`config.mk`:
```
export PLATFORM = sky130hd
export DESIGN_NAME = bus_decoder
export DESIGN_NICKNAME = d
export VERILOG_FILES = /design/src/board_pkg.sv /design/src/bus_decoder.sv
export SDC_FILE = /design/constraint.sdc
export NUM_CORES = 1
export LEC_CHECK = 0
export ABC_AREA = 1
export BUFFER_PORTS_ARGS = -buffer_cell sky130_fd_sc_hd__buf_2
export CORE_AREA = 2 2 117 119
export DETAILED_ROUTE_END_ITERATION = 10
export DIE_AREA = 0 0 119 121
export PLACE_DENSITY_LB_ADDON = 0.25
export SLEW_MARGIN = 20
export SYNTH_ARGS = -nofsm -noshare
export SYNTH_HDL_FRONTEND = slang
export SYNTH_SLANG_ARGS = --single-unit
export TNS_END_PERCENT = 5
```
`constraint.sdc`:
```
create_clock -name CLOCK_50 -period 2.48 [get_ports CLOCK_50]
set_clock_uncertainty 0.05 [all_clocks]
set_input_delay 0.248 -clock CLOCK_50 [delete_from_list [all_inputs] [get_ports CLOCK_50]]
set_output_delay 0.248 -clock CLOCK_50 [all_outputs]
set_load 0.03 [all_outputs]
```
`src/board_pkg.sv`:
```
`default_nettype none

package board_pkg;

    // bus widths seen by the cpu side
    parameter int addr_width = 64;
    parameter int data_width = 64;

    // memory mapped io, top of the 64k window
    parameter logic [addr_width-1:0] key_addr     = 64'h0000_0000_0000_FFFE;
    parameter logic [addr_width-1:0] console_addr = 64'h0000_0000_0000_FFFF;

    // ps2 set 2 break prefix
    parameter logic [7:0] break_prefix = 8'hF0;

    // one cpu request, valid whenever we or re is high
    typedef struct packed {
        logic [addr_width-1:0] address;
        logic [data_width-1:0] wdata;
        logic                  we;
        logic                  re;
    } bus_req_t;

    // one decoded key event from the ps2 receiver
    // valid is a single cycle pulse
    typedef struct packed {
        logic       valid;
        logic       released;
        logic [7:0] code;
    } key_event_t;

    // interrupt vector, 0 means nothing pending
    typedef logic [3:0] irq_vector_t;

endpackage

`default_nettype wire

```
`src/bus_decoder.sv`:
```
`timescale 1ns/1ps
`default_nettype none

module bus_decoder #(
    parameter int MEM_WORDS = 2048
) (
    input  logic                                  CLOCK_50,
    input  logic                                  KEY0,
    input  board_pkg::bus_req_t                   bus_req,
    input  board_pkg::key_event_t                 key_event,
    output logic                                  mem_we,
    output logic                                  mem_re,
    output logic [$clog2(MEM_WORDS)-1:0]          mem_index,
    output logic [31:0]                           mem_wdata,
    input  logic [31:0]                           mem_rdata,
    output logic [board_pkg::data_width-1:0]      bus_rdata,
    output logic                                  console_strobe,
    output logic [7:0]                            console_data,
    output logic [7:0]                            ledg
);

    localparam int iw = $clog2(MEM_WORDS);
    // first byte address past the memory
    localparam logic [board_pkg::addr_width-1:0] mem_limit =
        {{(board_pkg::addr_width-32){1'b0}}, 32'(MEM_WORDS * 4)};

    logic       mem_sel;
    logic       key_sel;
    logic       con_wr;
    logic       con_wr_d;
    logic       rd_mem;
    logic       rd_key;
    logic [7:0] key_reg;
    logic [7:0] key_snap;

    // address decode
    assign mem_sel = bus_req.address < mem_limit;
    assign key_sel = bus_req.address == board_pkg::key_addr;
    assign con_wr  = bus_req.we && (bus_req.address == board_pkg::console_addr);

    // memory side, word index is byte address / 4
    assign mem_we    = bus_req.we && mem_sel;
    assign mem_re    = bus_req.re && mem_sel;
    assign mem_index = bus_req.address[iw+1:2];
    assign mem_wdata = bus_req.wdata[31:0];

    // remember which region the last read hit
    always_ff @(posedge CLOCK_50 or negedge KEY0) begin
        if (!KEY0) begin
            rd_mem <= 1'b0;
            rd_key <= 1'b0;
        end else if (bus_req.re) begin
            rd_mem <= mem_sel;
            rd_key <= key_sel;
        end
    end

    // keyboard register, make events with a real code only
    always_ff @(posedge CLOCK_50 or negedge KEY0) begin
        if (!KEY0) begin
            key_reg <= '0;
        end else if (key_event.valid && !key_event.released && key_event.code != 8'h00) begin
            key_reg <= key_event.code;
        end
    end

    assign ledg = key_reg;

    // console strobe on the first write of a run
    always_ff @(posedge CLOCK_50 or negedge KEY0) begin
        if (!KEY0) begin
            con_wr_d       <= 1'b0;
            console_strobe <= 1'b0;
        end else begin
            con_wr_d       <= con_wr;
            console_strobe <= con_wr && !con_wr_d;
        end
    end

    // data regs, only meaningful after their strobe or read
    always_ff @(posedge CLOCK_50) begin
        if (con_wr && !con_wr_d) begin
            console_data <= bus_req.wdata[7:0];
        end
        // snapshot so read data holds while the key register moves
        if (bus_req.re && key_sel) begin
            key_snap <= key_reg;
        end
    end

    // read mux, unmapped reads give zero
    always_comb begin
        if (rd_mem) begin
            bus_rdata = {{(board_pkg::data_width-32){1'b0}}, mem_rdata};
        end else if (rd_key) begin
            bus_rdata = {{(board_pkg::data_width-8){1'b0}}, key_snap};
        end else begin
            bus_rdata = '0;
        end
    end

endmodule

`default_nettype wire

```
==> out/metrics.cfg <==
[status]
status=finished clean

[worst_setup_path]
crit_slowest_cell=dfrtp_1
cp.arrival_ns=1.47
crit_type=reg -> out
path_max_fanout=14
crit_start=rd_mem
start_kind=flop
worst_path_largest_cell_delay_ns=0.38
rrSetupSlack_ns=1.50
cp-end-kind=output pin
crit_required_ns=2.18
worstPathCellList=buf_4, inv_1, nand3_1, nand2_1, buf_2
r2r-start=con_wr_d

[timing]
rsz0062_at_grt=false
setup_viol=0
worst_slack_ns=0.713
finalHoldViolations=0
setup_tns_ns=0
slew_viol_final=0
fin_hold_ws_ns=0.119
fmax_mhz=566
min_period_ns=1.77
fin_crit_sh=0.713

[drt]
num_vias=2164
routed_wl_um=7310
first_pass_iters=4
drc=0
drt_iter0_markers=68
wl_per_cell_um=11.9
final_antenna_net_count=0
via_per_inst=3.51

[global_route]
top_usage_layer=met2
grt_util_met3=0.0789
grt_pass1_wl_um=10500
grtUsageMet1=0.0786
grt_max_degree=21
grt_pass1_vias=2048
overflow=0
antenna_found_initial=0
grtUsageMet2=0.171
track_usage=0.0950

[power_and_ir_drop]
power_leakage_nw=1.88
ir_drop_v=0.000258
p_total_mw=1.32
powerDensity_mw_per_mm2=442

[clock_tree]
root_buffer=clkbuf_16
clock-sinks=28
cts_tree=done
postCtsHoldBufs=1
cts_buffers=3
clockBufferDepth=2
clock_latency_ns=0.26
postCtsSetupBuffers=0
path_clk_slew_ns=0.07
cts_max_level=1
ctsResizeCount=0

[final_layout]
syn2layout_area_growth_pct=38.3
final_nets=615
most-common-layout-cells=187 x buf_2, 84 x nand2_1, 37 x nor2_1, 36 x inv_1, 32 x conb_1
layout_commonest_cell=buf_2
antennaDiodeCount=0
fin_area_mm2=0.00298
drive_gt1_frac=0.455

[floorplan]
boundaryPins=300
fp.coreArea_mm2=0.0131
rows=42
start_util=0.165
die_y_um=121
die_w_um=119
die_area_mm2=0.0144

[place]
place.gp.congestion=0.838
place_area_mm2=0.00286
hpwl_um=6630
port_buffers=187
dpl_worst_slack_ns=0.729

[flow_run]
drv_cap=0

[synthesis]
syn_area_mm2=0.00215
synth_seq_area_share=0.362
synthCells=294
ys_warn_count=0
yosysUniqueCellTypes=16
syn_area_per_cell_um2=7.33
yosys_register_bits=28

[worst_hold_path]
hold_path_class=in -> reg
worstHoldStart=bus_req[3]

worst max-delay path: cells and delay by family (launching register included):
family                 cells  cell delay [ns]
flip-flops                 1             0.38
buffers and inverters      3             0.61
AND/OR/NAND/NOR            2             0.23
per-layer routing:
| metal | up-vias | part of all wire | wire [µm] |
|---|---|---|---|
| li1 | 1072 | - | - |
| met1 | 953 | 0.30 | 2200 |
| met2 | 127 | 0.49 | 3560 |
| met3 | 12 | 0.20 | 1430 |
| met4 | 0 | 0.016 | 120 |
| met5 | - | 0 | 0 |
kinds of logic after synthesis:
group | Yosys count | share of synthesized area
and+or+nand+nor | 149 | 0.301
other | 1 | 0.00174
DFF | 28 | 0.362
buffers and inverters | 116 | 0.334
synthesized netlist by cell type:
master / n / area share
buf_4: 75 / 0.26
nor2_1: 37 / 0.064
nor2_4: 1 / 0.0052
dfrtp_1: 12 / 0.14
nand2_4: 2 / 0.010
edfxtp_1: 16 / 0.22
clkbuf_1: 2 / 0.0035
nor2_2: 1 / 0.0029
inv_1: 36 / 0.063
conb_1: 1 / 0.0017
buf_2: 3 / 0.0070
nor4_4: 2 / 0.020
nand4_1: 1 / 0.0029
nand2_1: 84 / 0.15
or3_1: 1 / 0.0029
nand3_1: 20 / 0.046
through the flow:
step                utilization  std cells
global placement          0.219        611
finish                    0.228        616
detailed placement        0.219        611
global route              0.228        616
CTS                       0.228        616
floorplan                     -        325
sequential cells by signal, indices dropped and copies added, names as in the netlist:
register and cells:
con_wr_d 1, console_data 8, ledg 8, rd_mem 1, rd_key 1, console_strobe 1
key_snap 8
area by class of cell:
type | instances | area [µm²]
Inverter | 36 | 135
Timing Repair Buffer | 191 | 968
Sequential cell | 28 | 781
Clock inverter | 1 | 30.0
Clock buffer | 3 | 75.1
Fill cell | 1483 | 10100
Tap cell | 176 | 220
Multi-Input combinational cell | 181 | 769
worst paths after layout:
| path | end | cells past startpoint |
|---|---|---|
| worst max-delay path | bus_rdata[2] | 5 |
| worst min-delay path | console_data[1] | 1 |
| worst max register to register | console_data[3] | 2 |
| worst min register to register | key_snap[4] | 0 |
| max in group asynchronous | rd_mem | 2 |
| min in group asynchronous | ledg[0] | 2 |
power breakdown:
group	internal, mW	total, mW	leakage [nW]	switching, mW
Clock	0.321	0.475	0.0511	0.154
Sequential	0.513	0.526	0.299	0.0133
Combinational	0.106	0.314	1.52	0.208
Total	0.940	1.32	1.88	0.375
No activity file was read; power rests on OpenSTA's default activity.
