**config.mk**
```make
export PLATFORM = sky130hd
export DESIGN_NAME = clock_divider
export DESIGN_NICKNAME = d
export VERILOG_FILES = /design/src/clock_divider.sv
export SDC_FILE = /design/constraint.sdc
export NUM_CORES = 1
export LEC_CHECK = 0
export BUFFER_PORTS_ARGS = -buffer_cell sky130_fd_sc_hd__buf_2
export CAP_MARGIN = 20
export CORE_AREA = 2 2 62 64
export CTS_CLUSTER_SIZE = 10
export DETAILED_ROUTE_END_ITERATION = 12
export DIE_AREA = 0 0 64 66
export HOLD_SLACK_MARGIN = 0.12
export SYNTH_ARGS = -nofsm -noshare
export SYNTH_HDL_FRONTEND = slang
export SYNTH_SLANG_ARGS = --single-unit
```
**constraint.sdc**
```tcl
create_clock -name CLOCK_50 -period 2.2 [get_ports CLOCK_50]
set_input_delay 0.11 -clock CLOCK_50 [delete_from_list [all_inputs] [get_ports CLOCK_50]]
set_output_delay 0.11 -clock CLOCK_50 [all_outputs]
set_load 0.02 [all_outputs]
```
**src/clock_divider.sv**
```systemverilog
`timescale 1ns/1ps
`default_nettype none

module clock_divider #(
    parameter int DIVIDE = 25_000_000
) (
    input  logic CLOCK_50,
    input  logic KEY0,
    output logic cpu_tick,
    output logic heartbeat
);

    // counter must hold DIVIDE-1, at least one bit
    localparam int cw = (DIVIDE > 1) ? $clog2(DIVIDE) : 1;
    localparam logic [cw-1:0] last = cw'(DIVIDE - 1);

    logic [cw-1:0] count;

    always_ff @(posedge CLOCK_50 or negedge KEY0) begin
        if (!KEY0) begin
            count     <= '0;
            cpu_tick  <= 1'b0;
            heartbeat <= 1'b0;
        end else if (count == last) begin
            // wrap, one tick and flip the led
            count     <= '0;
            cpu_tick  <= 1'b1;
            heartbeat <= ~heartbeat;
        end else begin
            count    <= count + 1'b1;
            cpu_tick <= 1'b0;
        end
    end

endmodule

`default_nettype wire

```
==> results of run 1 <==
-- per-stage QoR --
stage          setup slack [ns]  instances  utilization, %  hold slack, ns  cell area, um2
2_1_floorplan            0.3082        131               -         -0.1856            1354
3_3_place_gp             0.2466        181           40.42          0.1464            1435
3_5_place_dp             0.1417        181           40.42          0.1548            1435
4_1_cts                  0.1216        186           41.47          0.3207            1473
5_1_grt                 0.02947        186           41.47          0.3318            1473
6_report                0.07193        186           41.47          0.2914            1473
-- worst max-delay path, stage by stage, from the launching register on --
cell	delay [ns]
dfrtp_1	0.53
nand4_4	0.22
or4_4	0.59
or4_1	0.53
a21oi_1	0.18
-- registers in the layout, summed over array words and instances (netlist names) --
register	flops
count	25
cpu_tick	1
heartbeat	1
-- synthesized netlist by cell type, types with 2 or more instances --
| cell type | number | area share, % |
|---|---|---|
| nor3_1 | 2 | 0.74 |
| or2_2 | 2 | 0.92 |
| xor2_1 | 5 | 3.2 |
| nand2_1 | 10 | 2.8 |
| and2_1 | 2 | 0.92 |
| dfrtp_1 | 27 | 50 |
| xnor2_1 | 11 | 7.1 |
| nand3b_1 | 2 | 1.1 |
| nor4_1 | 7 | 3.2 |
| clkbuf_1 | 3 | 0.83 |
| o31ai_1 | 5 | 2.8 |
| nand3_1 | 7 | 2.6 |
| nor2_1 | 9 | 2.5 |
| a21oi_1 | 6 | 2.2 |
| or3_1 | 4 | 1.8 |
| and4_1 | 2 | 1.3 |
| or4_1 | 4 | 2.2 |
| o21ai_0 | 2 | 0.74 |
| inv_1 | 4 | 1.1 |
| nand4_1 | 6 | 2.8 |
-- logic make-up after synthesis --
group | after synthesis | share of synthesized area [%]
AO/OA/AOI/OAI | 15 | 7.025
XOR/XNOR | 16 | 10.35
adder cells (fa/ha/maj) | 1 | 0.9241
buffers and inverters | 8 | 2.310
flip-flops | 27 | 49.91
AND/OR/NAND/NOR | 64 | 29.48
-- area by class of cell --
cell class | count | area share (%)
sequential | 27 | 45.88
multi-input combinational | 96 | 43.93
tap | 48 | 4.078
timing repair buffer | 7 | 3.229
clock buffer | 3 | 1.529
inverter | 4 | 1.020
clock inverter | 1 | 0.3398
-- metal layers --
| metal | global-route usage (%) | part of all wire (%) |
|---|---|---|
| met3 | 4.429 | 4.4 |
| met2 | 23.18 | 45 |
| met1 | 21.55 | 50 |
| met4 | 4.076 | 0.95 |
| met5 | 0 | 0 |
-- where the power goes --
group / switching (mW) / internal, mW
sequential: 0 / 0.496
clock: 0.142 / 0.0682
combinational: 0.00929 / 0.00178
total: 0.151 / 0.566
-- how the worst max path moves through the flow --
| stage | endpoint | slack, ns | cells past startpoint |
|---|---|---|---|
| 2_1_floorplan | count[24]$_DFF_PN0_ | 0.31 | 5 |
| 3_3_place_gp | count[24]$_DFF_PN0_ | 0.25 | 4 |
| 3_5_place_dp | count[24]$_DFF_PN0_ | 0.14 | 4 |
| 4_1_cts | count[24]$_DFF_PN0_ | 0.12 | 4 |
| 5_1_grt | count[14]$_DFF_PN0_ | 0.03 | 5 |
| 6_report | count[24]$_DFF_PN0_ | 0.07 | 4 |
==> impl_results.md, run 1 <==
- Max Slew Vio Count: 0
- Synth Register Bits: 27
- Via-per-instance ratio: between 5 and 6
- Post-DP HPWL: 1.946 mm
- CTS Sinks: 27
- Leakage Power: 0.6055 nW
- Clock skew: 0.01656 ns
- Seq. cell area: 675.6 um2
- Mapped Nets: 134
- I/O Pins: 4
- Ant. Diodes: 0
- Clock transition at the registers of the reported paths: 0.15 ns
- Critical path class: reg -> reg
- Post-CTS sizing: 0
- Final hold viol count: 0
- Count of nets after finishing: 142
- CP Capture Type: flop
- Pre-antenna DRT Iters: 4
- Final setup viols: 0
- Initial antenna violation count: 0
- Crit path from: count[4]$_DFF_PN0_
- Sequential share of the synthesized area: 49.91%
- Crit path required time: 2.46 ns
- Reg-to-Reg End: count[24]$_DFF_PN0_
- Die H: 66 um
- Outcome: complete, no violations
- Synthesized area: 1354 um2
- Worst path arrival time: 2.39 ns
- Multi-input gate area: 646.9 um2
- Mapped Avg Cell Area: ~10 um2
- Worst-skew pair later-pin latency: 0.33 ns
- Pwr/cell area: 486.9 nW/um2
- Clock tree from TritonCTS: yes
- Fraction of layout cells with a size suffix above 1: 10.87%
- Max-capacitance violation count: 0
- Max Fanout on Critical Path: 10
- Post-synth EDFFs: 0
- Die Wd: around 64 um
- Synth warn: 0
- Commonest non-fill, non-tap cell in the layout: dfrtp_1
- Die area: 4224 um2
- Worst R2R Path Depth: 4
- Root cell of the clock tree: clkbuf_4
- Area growth, synth to finish: 8.780%
- Total power: between 0.7 and 0.8 mW
- Wirelength per Cell: 14.76 um
- Ys flop type: dfrtp_1
- F_max: 469.9 MHz
- Initial DRC Count: 85
- Global-route wire length before repair: 5.078 mm
- Layout filler cell count: 351
- Worst rel slew slack: between 60% and 70%
- R2r setup slk: between 0.07 and 0.08 ns
- Via Count: approximately 1,000
- Antenna viol nets, final: 0
- RSZ-0062 raised after global routing: no
- Cell Rows: 22
- TNS Setup: 0 ns
- Grt ovf: 0
- Peak VDD IR: ~330 uV
- Post-CTS Setup Repair Bufs: 0
- Cell variety after synth: 31
- Remaining DRCs: 0
- FFs w/ async S/R, synth: between 90% and 100%
- Port buffer count: 3
- Htree depth: 1
- Routed WL: 2.746 mm
- Tmin final: ~2.1 ns
- Core footprint: 3551 um2
- Clock Path Buffers: 2
- Vias in the first global route: 1,038
- Gate count of the mapped netlist: about 130
- Total CTS buffers: 3
- Crit share post-route: between 90% and 100%
- R2R Path Start: count[4]$_DFF_PN0_
- Hold crit path type: in -> async
- Setup crit start kind: flop
- Largest net degree at the start of global routing: 28
- Global-route usage over all layers: between 15 and 20%
- Commonest non-fill, non-tap cells in the layout: dfrtp_1 (27), xnor2_1 (11), nand2_1 (10), nor2_1 (9)
- Worst slew pin tran: slightly below 0.6 ns
- Post-CTS Hold Buffers: 1
- RePlAce Congestion: 0.7661
- Starting Density: 38.13%
(Power assumes the default switching activity.)
==> inputs of run 2 (changes only) <==
--- a/config.mk
+++ b/config.mk
@@ -7,11 +7,12 @@
 export LEC_CHECK = 0
 export BUFFER_PORTS_ARGS = -buffer_cell sky130_fd_sc_hd__buf_2
 export CAP_MARGIN = 20
-export CORE_AREA = 2 2 62 64
+export CORE_AREA = 4 4 64 66
 export CTS_CLUSTER_SIZE = 10
 export DETAILED_ROUTE_END_ITERATION = 12
-export DIE_AREA = 0 0 64 66
+export DIE_AREA = 0 0 68 70
 export HOLD_SLACK_MARGIN = 0.12
+export PLACE_DENSITY = 0.52
 export SYNTH_ARGS = -nofsm -noshare
 export SYNTH_HDL_FRONTEND = slang
 export SYNTH_SLANG_ARGS = --single-unit
==> impl_results.md, run 2 (synthesis results as in run 1) <==
- Die area: 4760 um2 (was 4224 um2)
- Commonest non-fill, non-tap cell in the layout: dfrtp_1 (unchanged)
- Sw frac: 20.94% (was 21.03%)
- Grt ovf: 0 (unchanged)
- Htree depth: 1 (unchanged)
- Largest net degree at the start of global routing: 28 (unchanged)
- Max-capacitance violation count: 0 (unchanged)
- Core footprint: 3578 um2 (was 3551 um2)
- Initial antenna violation count: 0 (unchanged)
- Port buffer count: 3 (unchanged)
- RSZ-0062 raised after global routing: no (unchanged)
- Setup crit start kind: flop (unchanged)
- Worst-path cell chain: nand4_4 > or4_4 > or4_1 > a21oi_1 (unchanged)
- Antenna viol nets, final: 0 (unchanged)
- Die Wd: 68 um (was 64 um)
- Total power: 0.7198 mW (was 0.7171 mW)
- Multi-input gate area: 646.9 um2 (unchanged)
- Crit path required time: 2.46 ns (about the same)
- Worst path arrival time: 2.27 ns (was 2.39 ns)
- Root cell of the clock tree: clkbuf_4 (unchanged)
- Cell Rows: 22 (unchanged)
- Reg-to-Reg End: count[24]$_DFF_PN0_ (unchanged)
- Clock transition at the registers of the reported paths: 0.14 ns (was 0.15 ns)
- Leakage Power: 0.6137 nW (was 0.6055 nW)
- CTS Sinks: 27 (unchanged)
- Global-route usage over all layers: 12.95% (was 15.39%)
- Count of nets after finishing: 144 (was 142)
- Worst rel slew slack: 60.27% (was 60.43%)
- Worst R2R Path Depth: 4 (unchanged)
- Die H: 70 um (was 66 um)
- Vias in the first global route: 984 (was 1,038)
- Post-DP HPWL: 1.943 mm (was 1.946 mm)
- Clock skew: 0.004099 ns (was 0.01656 ns)
- Final hold viol count: 0 (unchanged)
- Tmin final: 2.016 ns (was 2.128 ns)
- Global-route wire length before repair: 4.754 mm (was 5.078 mm)
- WP buf/inv: 0 (unchanged)
- CP Capture Type: flop (unchanged)
- RePlAce Congestion: 0.8251 (was 0.7661)
- Worst-skew pair later-pin latency: 0.32 ns (was 0.33 ns)
- Starting Density: 37.83% (was 38.13%)
- Largest register FFs: 25 (unchanged)
- Fraction of layout cells with a size suffix above 1: 11.43% (was 10.87%)
- Logic pwr share: 1.5% (about the same)
- F_max: 496.1 MHz (was 469.9 MHz)
- Clock Path Buffers: 2 (unchanged)
- Seq. cell area: 675.6 um2 (unchanged)
- Sequential power share: 69.0% (was 69.2%)
- Routed WL: 2.601 mm (was 2.746 mm)
- Initial DRC Count: 52 (was 85)
- Post-CTS Setup Repair Bufs: 0 (unchanged)
- Via Count: 971 (was 1,012)
- R2r setup slk: 0.18 ns (was 0.07 ns)
- Post-Layout Cell Count: 188 (was 186)
- Dpl cell area: 1450 um2 (was 1435 um2)
- Max Slew Vio Count: 0 (unchanged)
- Clock share of power: 29.5% (was 29.2%)
- TNS Setup: 0 ns (unchanged)
- Critical path class: reg -> reg (unchanged)
- Max Fanout on Critical Path: 10 (unchanged)
- R2R Path Start: count[4]$_DFF_PN0_ (unchanged)
- Area growth, synth to finish: 9.797% (was 8.780%)
- Clock tree from TritonCTS: yes (unchanged)
- Final setup viols: 0 (unchanged)
- Cell total after placement: 183 (was 181)
- Total CTS buffers: 3 (unchanged)
- Wirelength per Cell: 13.84 um (was 14.76 um)
- Crit share post-route: 91.63% (was 96.73%)
- Hold crit path type: in -> async (unchanged)
- Outcome: complete, no violations (unchanged)
- Peak VDD IR: 325.4 uV (was 332.2 uV)
- Pwr/cell area: 484.3 nW/um2 (was 486.9 nW/um2)
- Core Util, Final: 41.54% (was 41.47%)
- Delay-heaviest family, CP: simple AND/OR/NAND/NOR gates (unchanged)
- Layout filler cell count: 366 (was 351)
- Slowest stage delay, CP: 0.57 ns (was 0.59 ns)
- Biggest regs: count (25), cpu_tick (1), heartbeat (1) (unchanged)
- Pre-antenna DRT Iters: 4 (unchanged)
- Cell Int Power: 0.5691 mW (was 0.5663 mW)
- I/O Pins: 4 (unchanged)
- Commonest non-fill, non-tap cells in the layout: dfrtp_1 (27), xnor2_1 (11), nand2_1 (10), nor2_1 (9) (unchanged)
- Psw: 0.1507 mW (was 0.1508 mW)
- Cell area after layout: 1486 um2 (was 1473 um2)
- Ant. Diodes: 0 (unchanged)
- Remaining DRCs: 0 (unchanged)
- Biggest register: count (unchanged)
- Max stage delay cell, worst path: or4_4 (unchanged)
- Via-per-instance ratio: 5.165 (was 5.441)
- Worst slew pin tran: 0.5959 ns (was 0.5935 ns)
## run 2: cell count changes in the layout (fill, tap and decap cells not counted)
cell / before / now
buf_4: 3 / 5
clkbuf_1: 0 / 1
clkinv_2: 1 / 0
## run 2: repair_timing
action | CTS | global route
hold buffers | 1 | 0
endpoints found under the setup margin | 0 | 1
endpoints found under the hold margin | 27 | 0
gates resized for setup | 0 | 0
## run 2: worst max path at each step
stage	cells after the start	to	slack [ns]	from
floorplan	5	count[24]$_DFF_PN0_	0.31	count[0]$_DFF_PN0_
global placement	5	heartbeat$_DFFE_PN0N_	0.26	count[4]$_DFF_PN0_
detailed placement	5	heartbeat$_DFFE_PN0N_	0.20	count[4]$_DFF_PN0_
CTS	5	heartbeat$_DFFE_PN0N_	0.15	count[4]$_DFF_PN0_
global route	5	heartbeat$_DFFE_PN0N_	0.02	count[4]$_DFF_PN0_
finish	4	count[24]$_DFF_PN0_	0.18	count[4]$_DFF_PN0_
## run 2: power groups by stage
stage	clock network, mW	logic, mW	registers, mW
after floorplan	0	0.000000198	0.506
after global routing	0.248	0.0136	0.497
final	0.212	0.0111	0.496
after detailed placement	0	0.0107	0.506
after CTS	0.224	0.0120	0.496
after global placement	0	0.0109	0.506
## run 2: through the flow
step           hold slack, ns  worst slack (ns)
2_1_floorplan         -0.1856            0.3082
3_3_place_gp           0.1583            0.2596
3_5_place_dp           0.1525            0.1998
4_1_cts                0.3261            0.1516
5_1_grt                0.3406           0.01836
6_report               0.3046            0.1842
## run 2: metal layers
layer	routed length [um]	GRT usage, %
met4	19	2.428
met1	1322	19.54
met5	0	0
met3	76	3.859
met2	1183	18.20
## run 2: area by class of cell
cell class                      count  area share [%]
Multi-Input combinational cell     96           43.52
Tap cell                           48           4.040
Timing Repair Buffer                9           4.209
Sequential cell                    27           45.45
Inverter                            4           1.010
Clock buffer                        4           1.768
