--- config.mk ---
export PLATFORM = sky130hd
export DESIGN_NAME = ps2_receiver
export DESIGN_NICKNAME = d
export VERILOG_FILES = /design/src/board_pkg.sv /design/src/ps2_receiver.sv
export SDC_FILE = /design/constraint.sdc
export NUM_CORES = 1
export LEC_CHECK = 0
export ABC_CLOCK_PERIOD_IN_PS = 2800
export BUFFER_PORTS_ARGS = -buffer_cell sky130_fd_sc_hd__buf_2
export CORE_MARGIN = 2
export CORE_UTILIZATION = 45
export CTS_CLUSTER_SIZE = 14
export DETAILED_ROUTE_END_ITERATION = 8
export SLEW_MARGIN = 0
export SYNTH_ARGS = -nofsm -noshare
export SYNTH_HDL_FRONTEND = slang
export SYNTH_SLANG_ARGS = --single-unit
--- constraint.sdc ---
create_clock -name CLOCK_50 -period 2.8 [get_ports CLOCK_50]
set_clock_uncertainty 0.1 [all_clocks]
set_input_delay 0.28 -clock CLOCK_50 [delete_from_list [all_inputs] [get_ports CLOCK_50]]
set_output_delay 0.28 -clock CLOCK_50 [all_outputs]
set_load 0.01 [all_outputs]
--- src/board_pkg.sv ---
`default_nettype none

package board_pkg;

    // bus widths seen by the cpu side
    parameter int addr_width = 64;
    parameter int data_width = 64;

    // memory mapped io, top of the 64k window
    parameter logic [addr_width-1:0] key_addr     = 64'h0000_0000_0000_FFFE;
    parameter logic [addr_width-1:0] console_addr = 64'h0000_0000_0000_FFFF;

    // ps2 set 2 break prefix
    parameter logic [7:0] break_prefix = 8'hF0;

    // one cpu request, valid whenever we or re is high
    typedef struct packed {
        logic [addr_width-1:0] address;
        logic [data_width-1:0] wdata;
        logic                  we;
        logic                  re;
    } bus_req_t;

    // one decoded key event from the ps2 receiver
    // valid is a single cycle pulse
    typedef struct packed {
        logic       valid;
        logic       released;
        logic [7:0] code;
    } key_event_t;

    // interrupt vector, 0 means nothing pending
    typedef logic [3:0] irq_vector_t;

endpackage

`default_nettype wire

--- src/ps2_receiver.sv ---
`timescale 1ns/1ps
`default_nettype none

module ps2_receiver (
    input  logic                    CLOCK_50,
    input  logic                    KEY0,
    input  logic                    ps2_clk,
    input  logic                    ps2_dat,
    output board_pkg::key_event_t   key_event
);

    typedef enum logic [1:0] {
        st_idle,
        st_data,
        st_parity,
        st_stop
    } state_t;

    state_t     state;
    logic [1:0] clk_sync;
    logic [1:0] dat_sync;
    logic       clk_prev;
    logic       clk_fall;
    logic [2:0] bit_cnt;
    logic [7:0] shift;
    logic       parity_ok;
    logic       break_pending;

    // two flop synchronizers, both lines are async to CLOCK_50
    always_ff @(posedge CLOCK_50 or negedge KEY0) begin
        if (!KEY0) begin
            clk_sync <= 2'b11;
            dat_sync <= 2'b11;
            clk_prev <= 1'b1;
        end else begin
            clk_sync <= {clk_sync[0], ps2_clk};
            dat_sync <= {dat_sync[0], ps2_dat};
            clk_prev <= clk_sync[1];
        end
    end

    // device changes data on rising edge, we sample on falling
    assign clk_fall = clk_prev && !clk_sync[1];

    always_ff @(posedge CLOCK_50 or negedge KEY0) begin
        if (!KEY0) begin
            state         <= st_idle;
            bit_cnt       <= '0;
            shift         <= '0;
            parity_ok     <= 1'b0;
            break_pending <= 1'b0;
            key_event     <= '0;
        end else begin
            // valid is a pulse
            key_event.valid <= 1'b0;
            if (clk_fall) begin
                case (state)
                    st_idle: begin
                        // start bit is low
                        if (!dat_sync[1]) begin
                            state   <= st_data;
                            bit_cnt <= '0;
                        end
                    end
                    st_data: begin
                        // lsb first
                        shift   <= {dat_sync[1], shift[7:1]};
                        bit_cnt <= bit_cnt + 1'b1;
                        if (bit_cnt == 3'd7) begin
                            state <= st_parity;
                        end
                    end
                    st_parity: begin
                        // odd parity over data plus parity bit
                        parity_ok <= ^{shift, dat_sync[1]};
                        state     <= st_stop;
                    end
                    default: begin
                        state <= st_idle;
                        // stop bit high and parity good, else drop
                        if (dat_sync[1] && parity_ok) begin
                            if (shift == board_pkg::break_prefix) begin
                                break_pending <= 1'b1;
                            end else begin
                                key_event.valid    <= 1'b1;
                                key_event.released <= break_pending;
                                key_event.code     <= shift;
                                break_pending      <= 1'b0;
                            end
                        end
                    end
                endcase
            end
        end
    end

endmodule

`default_nettype wire

==> metrics, run 1 <==
outcome=complete, no violations; total grt overflow=0; Final min period=around 1900 ps; Worst EP required=around 2900 ps; worst hold stages=0; static leakage=around 0.77 nW; WL final=between 1500 and 2000 microns; initial core utilization=a little under half; Critical Path Sink Type=flip-flop; Worst-Margin Slew=roughly 650 ps; cell row count=19; type of the worst setup path=reg -> reg; R2R depth=4; Mapped Cells=84; DIE WIDTH=around 58 microns; gr usage total=between 10 and 15%; number of global-route vias before repair=~730; crit-path max cell delay=approximately 520 ps; I/O Buffers=13; DR iter-0 viols=11; Buffers & Inverters on Critical Path=0; footprint of the multi-input gates=534.3 sq um; largest net degree at the start of global routing=31; Final Hold Vio Count=0; RR Endpoint=key_event[6]$_DFFE_PN0P_; die area=approximately 3300 sq um; r2r startpoint=clk_prev$_DFF_PN1_; Clock Tree Buf Depth=2; Max Transition Viols Final=0; Antenna Cells=0; postcts setup bufs=0; Post-DP Area=1406 sq um; CP startpoint kind=flip-flop; Synth Warn #=0; FMAX=roughly 530 MHz; Core Area=approximately 2800 sq um; RD Place Congestion=slightly below 0.7; post-route cell area=1496 sq um; residual DRC count=0; pwr dens=approximately 870 nW/um^2; DP Wirelength=~1300 microns; initial antenna violation count=0; period utilization=slightly below 70%; routed vias/inst=a little over 5; Worst EP arrival=2020 ps; fin nets=117; Netlist cell types=22; post-synth net total=94; RSZ-0062 raised after global routing=no; post_cts resized=0; layout cells sized above 1=44.44%; post-synthesis sequential area ratio=between 50% and 60%; Fillers=232; DRT Pass-1 Iters=3; Clk Tree Root Cell=clkbuf_4; clock latency on the worst-skew pair=330 ps; WP depth=4; CTS Sinks=30; Syn-to-layout area delta=14.89%; number of register bits inferred by synthesis=30; total CTS buffers=5; CP Max Fanout=10; Reg clk slew, reported paths=roughly 100 ps; Final ANT Viol Nets=0; via count=around 700; FF/Latch Area=roughly 760 sq um; FF-to-FF setup slack=~900 ps; worst min path class=reg -> reg; CP max-delay cell=dfstp_2; Final setup viols=0; CP delay by family, top=simple AND/OR/NAND/NOR gates; Syn Area/Cell=about 16 sq um; Peak supply drop=630.1 uV; global-route wire length before repair=roughly 3400 microns; Syn Std Cell Area=between 1000 and 1500 sq um; hold path endpoint=clk_prev$_DFF_PN1_; Fin Setup TNS=0 ps; maxcap violations=0; H-Tree Level Count=2; Chip Height=between 50 and 60 microns; hold wc startpoint=clk_sync[1]$_DFF_PN1_; worst-path cell chain=nor2b_1 -> nand4_2 -> nor2_4 -> mux2_4; CTS tree=built; Rel. slew slack=a little under three fifths; Routed WL per cell=about 14 microns; IO Pins=14
-- layer usage --
| metal | vias up | global-route usage (%) | routed length [microns] |
|---|---|---|---|
| li1 | 342 | - | - |
| met1 | 340 | 18.53 | 961 |
| met2 | 15 | 20.13 | 795 |
| met3 | 5 | 7.366 | 101 |
| met4 | 0 | 6.977 | 37 |
| met5 | - | 0 | 0 |
-- cell usage in the layout, fill, tap and decap left out, types with 2 or more instances in the layout --
master and n:
o21ai_0 3, dfrtp_1 25, dlygate4sd3_1 3, clkbuf_4 5, xnor2_1 4, nand2_1 3, xor2_1 2, ha_1 6
mux2_2 11, inv_1 3, a22o_1 2, dfstp_2 5, buf_2 13, mux2_4 9
-- area by class of cell --
cell class | count | area share, %
repair buffers | 16 | 6.354
inverters | 3 | 0.7525
multi-input cells | 51 | 35.70
clock buffers | 7 | 3.679
clock inverters | 1 | 0.3344
flip-flops and latches | 30 | 50.59
well taps | 31 | 2.592
-- worst max-delay path by stage --
stage / slack, ps / to / startpoint
floorplan: 1050 / key_event[0]$_DFFE_PN0P_ / clk_prev$_DFF_PN1_
global placement: 960 / key_event[0]$_DFFE_PN0P_ / clk_prev$_DFF_PN1_
detailed placement: 930 / key_event[6]$_DFFE_PN0P_ / clk_prev$_DFF_PN1_
CTS: 900 / key_event[0]$_DFFE_PN0P_ / clk_prev$_DFF_PN1_
global route: 800 / key_event[6]$_DFFE_PN0P_ / clk_prev$_DFF_PN1_
finish: 900 / key_event[6]$_DFFE_PN0P_ / clk_prev$_DFF_PN1_
-- cells in the mapped netlist, drive strengths merged --
cell    number  area share, %
dfrtp       25             48
mux2        20             20
ha           6            5.8
dfstp        5             10
xnor2        4            2.7
inv          3           0.86
nand2        3           0.86
o21ai        3            1.2
a22o         2            1.3
nand4        2            1.4
nor2         2            1.3
xor2         2            1.3
a21boi       1           0.58
and2         1           0.48
mux2i        1           0.77
nor2b        1           0.48
o21bai       1           0.58
or4          1           0.58
xnor3        1            1.7
-- sequential cells by signal, summed over array words and instances (netlist names) --
register	count
clk_prev	1
parity_ok	1
clk_sync	2
break_pending	1
bit_cnt	3
shift	8
key_event	10
dat_sync	2
state	2
-- repair_timing --
| action | in CTS | in global routing |
|---|---|---|
| setup endpoints to repair | 0 | 0 |
| hold buffers | 3 | 0 |
| hold endpoints to repair | 27 | 0 |
-- worst reg2reg max path: stages, from the launching register on --
cell and delay (ps):
dfstp_2 520, nor2b_1 240, nand4_2 180, nor2_4 400, mux2_4 340
-- per-stage QoR --
| step | hold slack, ps | util [%] | cells | worst slack [ps] | power [mW] |
|---|---|---|---|---|---|
| 2_1_floorplan | -115.6 | - | 84 | 1052 | 0.9568 |
| 3_3_place_gp | 245.8 | 51.00 | 128 | 959.1 | 1.043 |
| 3_5_place_dp | 245.3 | 51.00 | 128 | 926.5 | 1.059 |
| 4_1_cts | 261.6 | 54.26 | 139 | 896.9 | 1.330 |
| 5_1_grt | 267.9 | 54.26 | 139 | 804.0 | 1.409 |
| 6_report | 259.0 | 54.26 | 139 | 897.0 | 1.307 |
-- power breakdown --
| part | switching (mW) | leakage (nW) | internal (mW) | total (mW) |
|---|---|---|---|---|
| sequential | 0.0969 | 0.387 | 0.537 | 0.634 |
| combinational | 0.162 | 0.349 | 0.248 | 0.410 |
| clock | 0.142 | 0.0353 | 0.121 | 0.264 |
-- cell families (layout without fill, tap and decap cells) --
group / Yosys count / count (layout) / synth area share (%)
flip-flops: 30 / 30 / 58.12
multiplexers: 21 / 21 / 20.65
AND/OR/NAND/NOR: 10 / 10 / 5.188
AO/OA/AOI/OAI: 7 / 7 / 3.651
XOR/XNOR: 7 / 7 / 5.764
adder cells (fa/ha/maj): 6 / 6 / 5.764
buffers and inverters: 3 / 27 / 0.8645
No activity file was read; power rests on OpenSTA's default activity.
==> run 2: changes to the inputs <==
ABC_CLOCK_PERIOD_IN_PS = 2000   (was 2800)
clock period = 2 ns   (was 2.8 ns; I/O delays follow)
==> metrics, run 2 (synthesis results as in run 1) <==
largest net degree at the start of global routing=31; Syn-to-layout area delta=15.27%; met1 wire length=a little over 900 microns; die area=about 3300 sq um; Final ANT Viol Nets=0; Antenna Cells=0; worst-path cell chain=or4_1 -> nor2_2 -> nor2_4 -> buf_12 -> mux2_4; metal2 WL=834 microns; layout cells sized above 1=between 40% and 50%; worst min path class=reg -> reg; Worst EP required=between 2000 and 2500 ps; RSZ-0062 raised after global routing=no; outcome=complete, no violations; Worst-Margin Slew=roughly 640 ps; DP Wirelength=roughly 1300 microns; number of global-route vias before repair=783; via count=just over 700; Fin Setup TNS=0 ps; CP Max Fanout=10; Routed WL per cell=about 14 microns; Rel. slew slack=57.45%; IO Pins=14; maxcap violations=0; fin nets=between 100 and 150; post_cts resized=0; Worst EP arrival=between 1500 and 2000 ps; I/O Buffers=13; max reg flops=10; global-route wire length before repair=roughly 3400 microns; Final min period=about 1800 ps; Critical Path Sink Type=flip-flop; Final Hold Vio Count=0; final hold slack=about 260 ps; gr usage total=14.22%; DIE WIDTH=57.80 microns; total grt overflow=0; CP delay by family, top=simple AND/OR/NAND/NOR gates; Clk Tree Root Cell=clkbuf_4; clock latency on the worst-skew pair=roughly 320 ps; most common cell after layout, fill and taps aside=dfrtp_1; Biggest register=key_event; period utilization=roughly 91%; initial antenna violation count=0; pwr dens=between 1000 and 1500 nW/um^2; Clock Tree Buf Depth=2; FMAX=about 550 MHz; CTS tree=built; H-Tree Level Count=2; Max Transition Viols Final=0; Chip Height=roughly 58 microns; WL met3=a little over 90 microns; postcts setup bufs=0; most frequent cells in the layout=dfrtp_1 (25), buf_2 (13), mux2_2 (11), mux2_4 (9), ha_1 (6); DR iter-0 viols=6; top flop regs=key_event (10), shift (8), bit_cnt (3); initial core utilization=about 47%; residual DRC count=0; WL final=around 1900 microns; DRT Pass-1 Iters=3; crit-path max cell delay=between 500 and 600 ps; total CTS buffers=5; cell row count=19; hold_buf cts=3; routed vias/inst=about 5; RD Place Congestion=approximately 0.7; uppermost layer routed=met4; type of the worst setup path=reg -> reg; CP startpoint kind=flip-flop; CP max-delay cell=or4_1; Peak supply drop=a little over 700 uV; CTS Sinks=30; Reg clk slew, reported paths=80 ps; Buffers & Inverters on Critical Path=1; Core Area=approximately 2800 sq um; static leakage=0.7696 nW; Final setup viols=0
-- run 2: changes by cell type in the layout (fill, tap and decap cells not counted), sizes merged --
cell	before	now
buf	13	14
clkinv	1	0
-- run 2: routing by layer --
metal	global-route usage, %	up-vias
met3	4.911	8
met4	9.967	0
met2	20.62	17
met1	17.74	339
met5	0	-
li1	-	341
-- run 2: where the power goes --
part	internal [mW]	switching, mW	leakage [nW]
sequential	0.753	0.136	0.387
combinational	0.350	0.236	0.357
clock	0.132	0.180	0.0254
-- run 2: path summary, 6_finish.rpt --
path	from	end	slack (ps)	cells past startpoint
max reg2reg	shift[0]$_DFFE_PN0P_	key_event[1]$_DFFE_PN0P_	180	5
max in group asynchronous	KEY0	key_event[1]$_DFFE_PN0P_	1050	2
min reg2reg	dat_sync[0]$_DFF_PN1_	dat_sync[1]$_DFF_PN1_	260	0
max	shift[0]$_DFFE_PN0P_	key_event[1]$_DFFE_PN0P_	180	5
min in group asynchronous	KEY0	state[0]$_DFFE_PN0P_	320	2
min	dat_sync[0]$_DFF_PN1_	dat_sync[1]$_DFF_PN1_	260	0
-- run 2: layout make-up --
| class | count | area [sq um] |
|---|---|---|
| repair buffers | 17 | 115.1 |
| clock buffers | 7 | 45.04 |
| multi-input cells | 51 | 534.3 |
| flip-flops and latches | 30 | 757.0 |
| well taps | 31 | 38.79 |
| inverters | 3 | 11.26 |
| fillers | 247 | 1256 |
-- run 2: metrics by stage --
stage	instance area, sq um	util [%]	std cells	power [mW]	worst slack, ps
floorplan	1303	-	84	1.339	251.6
finish	1501	54.45	139	1.786	178.1
CTS	1501	54.45	139	1.815	173.7
global route	1501	54.45	139	1.929	24.88
global placement	1426	51.72	129	1.466	201.8
detailed placement	1426	51.72	129	1.490	189.0
==> run 3: changes to the inputs <==
CTS_BUF_LIST = sky130_fd_sc_hd__clkbuf_4 sky130_fd_sc_hd__clkbuf_8 sky130_fd_sc_hd__clkbuf_16   (was not set)
SLEW_MARGIN = 30   (was 0)
==> metrics, run 3 (synthesis results as in run 1) <==
pwr dens=between 1000 and 1500 nW/um^2; final hold slack=about 260 ps; clock latency on the worst-skew pair=320 ps; RSZ-0062 raised after global routing=no; Final ANT Viol Nets=0; global-route wire length before repair=3450 microns; type of the worst setup path=reg -> reg; Biggest register=key_event; outcome=complete, no violations; Core Area=~2800 sq um; Final min period=between 1500 and 2000 ps; CTS Sinks=30; clock group share of total power=around a fifth; fin nets=between 100 and 150; routed vias/inst=between 5 and 6; placed insts=129; Comb pwr share=roughly a third; Syn-to-layout area delta=15.85%; worst min path class=reg -> reg; period utilization=approximately nine tenths; R2R depth=5; Worst EP required=2100 ps; Psw=548.3 uW; Chip Height=between 50 and 60 microns; worst hold stages=0; most common cell after layout, fill and taps aside=dfrtp_1; gr usage total=between 10 and 15%; Reg clk slew, reported paths=roughly 80 ps; DP Wirelength=about 1300 microns; Rel. slew slack=~57%; RD Place Congestion=0.7021; CP max-delay cell=or4_1; top flop regs=key_event (10), shift (8), bit_cnt (3); CP startpoint kind=flip-flop; WL final=1887 microns; DIE WIDTH=57.80 microns; residual DRC count=0; non-filler instance count after layout=roughly 140; cell row count=19; max reg flops=10; Fillers=roughly 250; total grt overflow=0; CTS tree=built; CP Max Fanout=10; post_cts resized=0; switching share of power=~30%; Tot Pwr=1.810 mW; Routed WL per cell=between 10 and 15 microns; die area=3341 sq um; Fin Setup TNS=0 ps; I/O Buffers=13; part of the power in registers=49.0%; Peak supply drop=about 700 uV; via count=roughly 700; Final setup viols=0; initial antenna violation count=0; DR iter-0 viols=5; Worst-Margin Slew=roughly 640 ps; total CTS buffers=5; crit-path max cell delay=550 ps; internal power=approximately 1.3 mW; static leakage=roughly 0.78 nW; Clock Tree Buf Depth=2; H-Tree Level Count=2; most frequent cells in the layout=dfrtp_1 (25), buf_2 (13), mux2_2 (11), mux2_4 (9), clkbuf_4 (7); Critical Path Sink Type=flip-flop; Worst EP arrival=roughly 1900 ps; worst-path cell chain=or4_1 -> nor2_2 -> nor2_4 -> buf_12 -> mux2_4; DRT Pass-1 Iters=3; Clk Tree Root Cell=clkbuf_4; Antenna Cells=0; number of global-route vias before repair=around 790; initial core utilization=47.23%; largest net degree at the start of global routing=31; IO Pins=14; Final Hold Vio Count=0; layout cells sized above 1=between 40% and 50%; Max Transition Viols Final=0; maxcap violations=0; FMAX=roughly 550 MHz
-- run 3: stage by stage --
step | setup WS (ps) | cell area [sq um] | utilization, %
after floorplan | 251.6 | 1303 | -
after global placement | 201.8 | 1426 | 51.72
after detailed placement | 189.0 | 1426 | 51.72
after CTS | 174.4 | 1509 | 54.72
after global routing | 24.89 | 1509 | 54.72
final | 178.4 | 1509 | 54.72
-- run 3: final timing paths --
kind | startpoint | to | slack, ps
setup / recovery | shift[0]$_DFFE_PN0P_ | key_event[1]$_DFFE_PN0P_ | 180
hold / removal | dat_sync[0]$_DFF_PN1_ | dat_sync[1]$_DFF_PN1_ | 260
setup reg to reg | shift[0]$_DFFE_PN0P_ | key_event[1]$_DFFE_PN0P_ | 180
hold reg to reg | dat_sync[0]$_DFF_PN1_ | dat_sync[1]$_DFF_PN1_ | 260
max in group asynchronous | KEY0 | key_event[1]$_DFFE_PN0P_ | 1050
min in group asynchronous | KEY0 | state[0]$_DFFE_PN0P_ | 320
-- run 3: layout make-up --
class / count / area (sq um) / share of cell area, %
sequential: 30 / 757.0 / 50.17
multi-input combinational: 51 / 534.3 / 35.41
timing repair buffer: 17 / 115.1 / 7.628
clock buffer: 7 / 52.55 / 3.483
tap: 31 / 38.79 / 2.570
inverter: 3 / 11.26 / 0.7463
-- run 3: critical path: cells and delay by family (launching register included) --
family | cells | cell delay [ps]
simple gates | 3 | 760
flops | 1 | 410
mux | 1 | 290
buf+inv | 1 | 140
-- run 3: layer usage --
| layer | track usage (%) | vias up | wire length (microns) |
|---|---|---|---|
| met5 | 0 | - | 0 |
| met4 | 9.967 | 0 | 61 |
| met3 | 4.911 | 8 | 93 |
| met2 | 20.94 | 17 | 819 |
| met1 | 17.74 | 335 | 913 |
| li1 | - | 341 | - |
-- run 3: power groups by stage --
stage               logic, mW  clock network (mW)  registers (mW)
finish                  0.586               0.337           0.887
global route            0.658               0.383           0.917
CTS                     0.595               0.357           0.889
detailed placement      0.590                   0           0.900
global placement        0.569                   0           0.897
floorplan               0.459                   0           0.880
-- run 3: what timing repair did --
item | in CTS | in global routing
endpoints found under the hold margin | 27 | 0
setup buffers | 0 | 0
hold buffers | 3 | 0
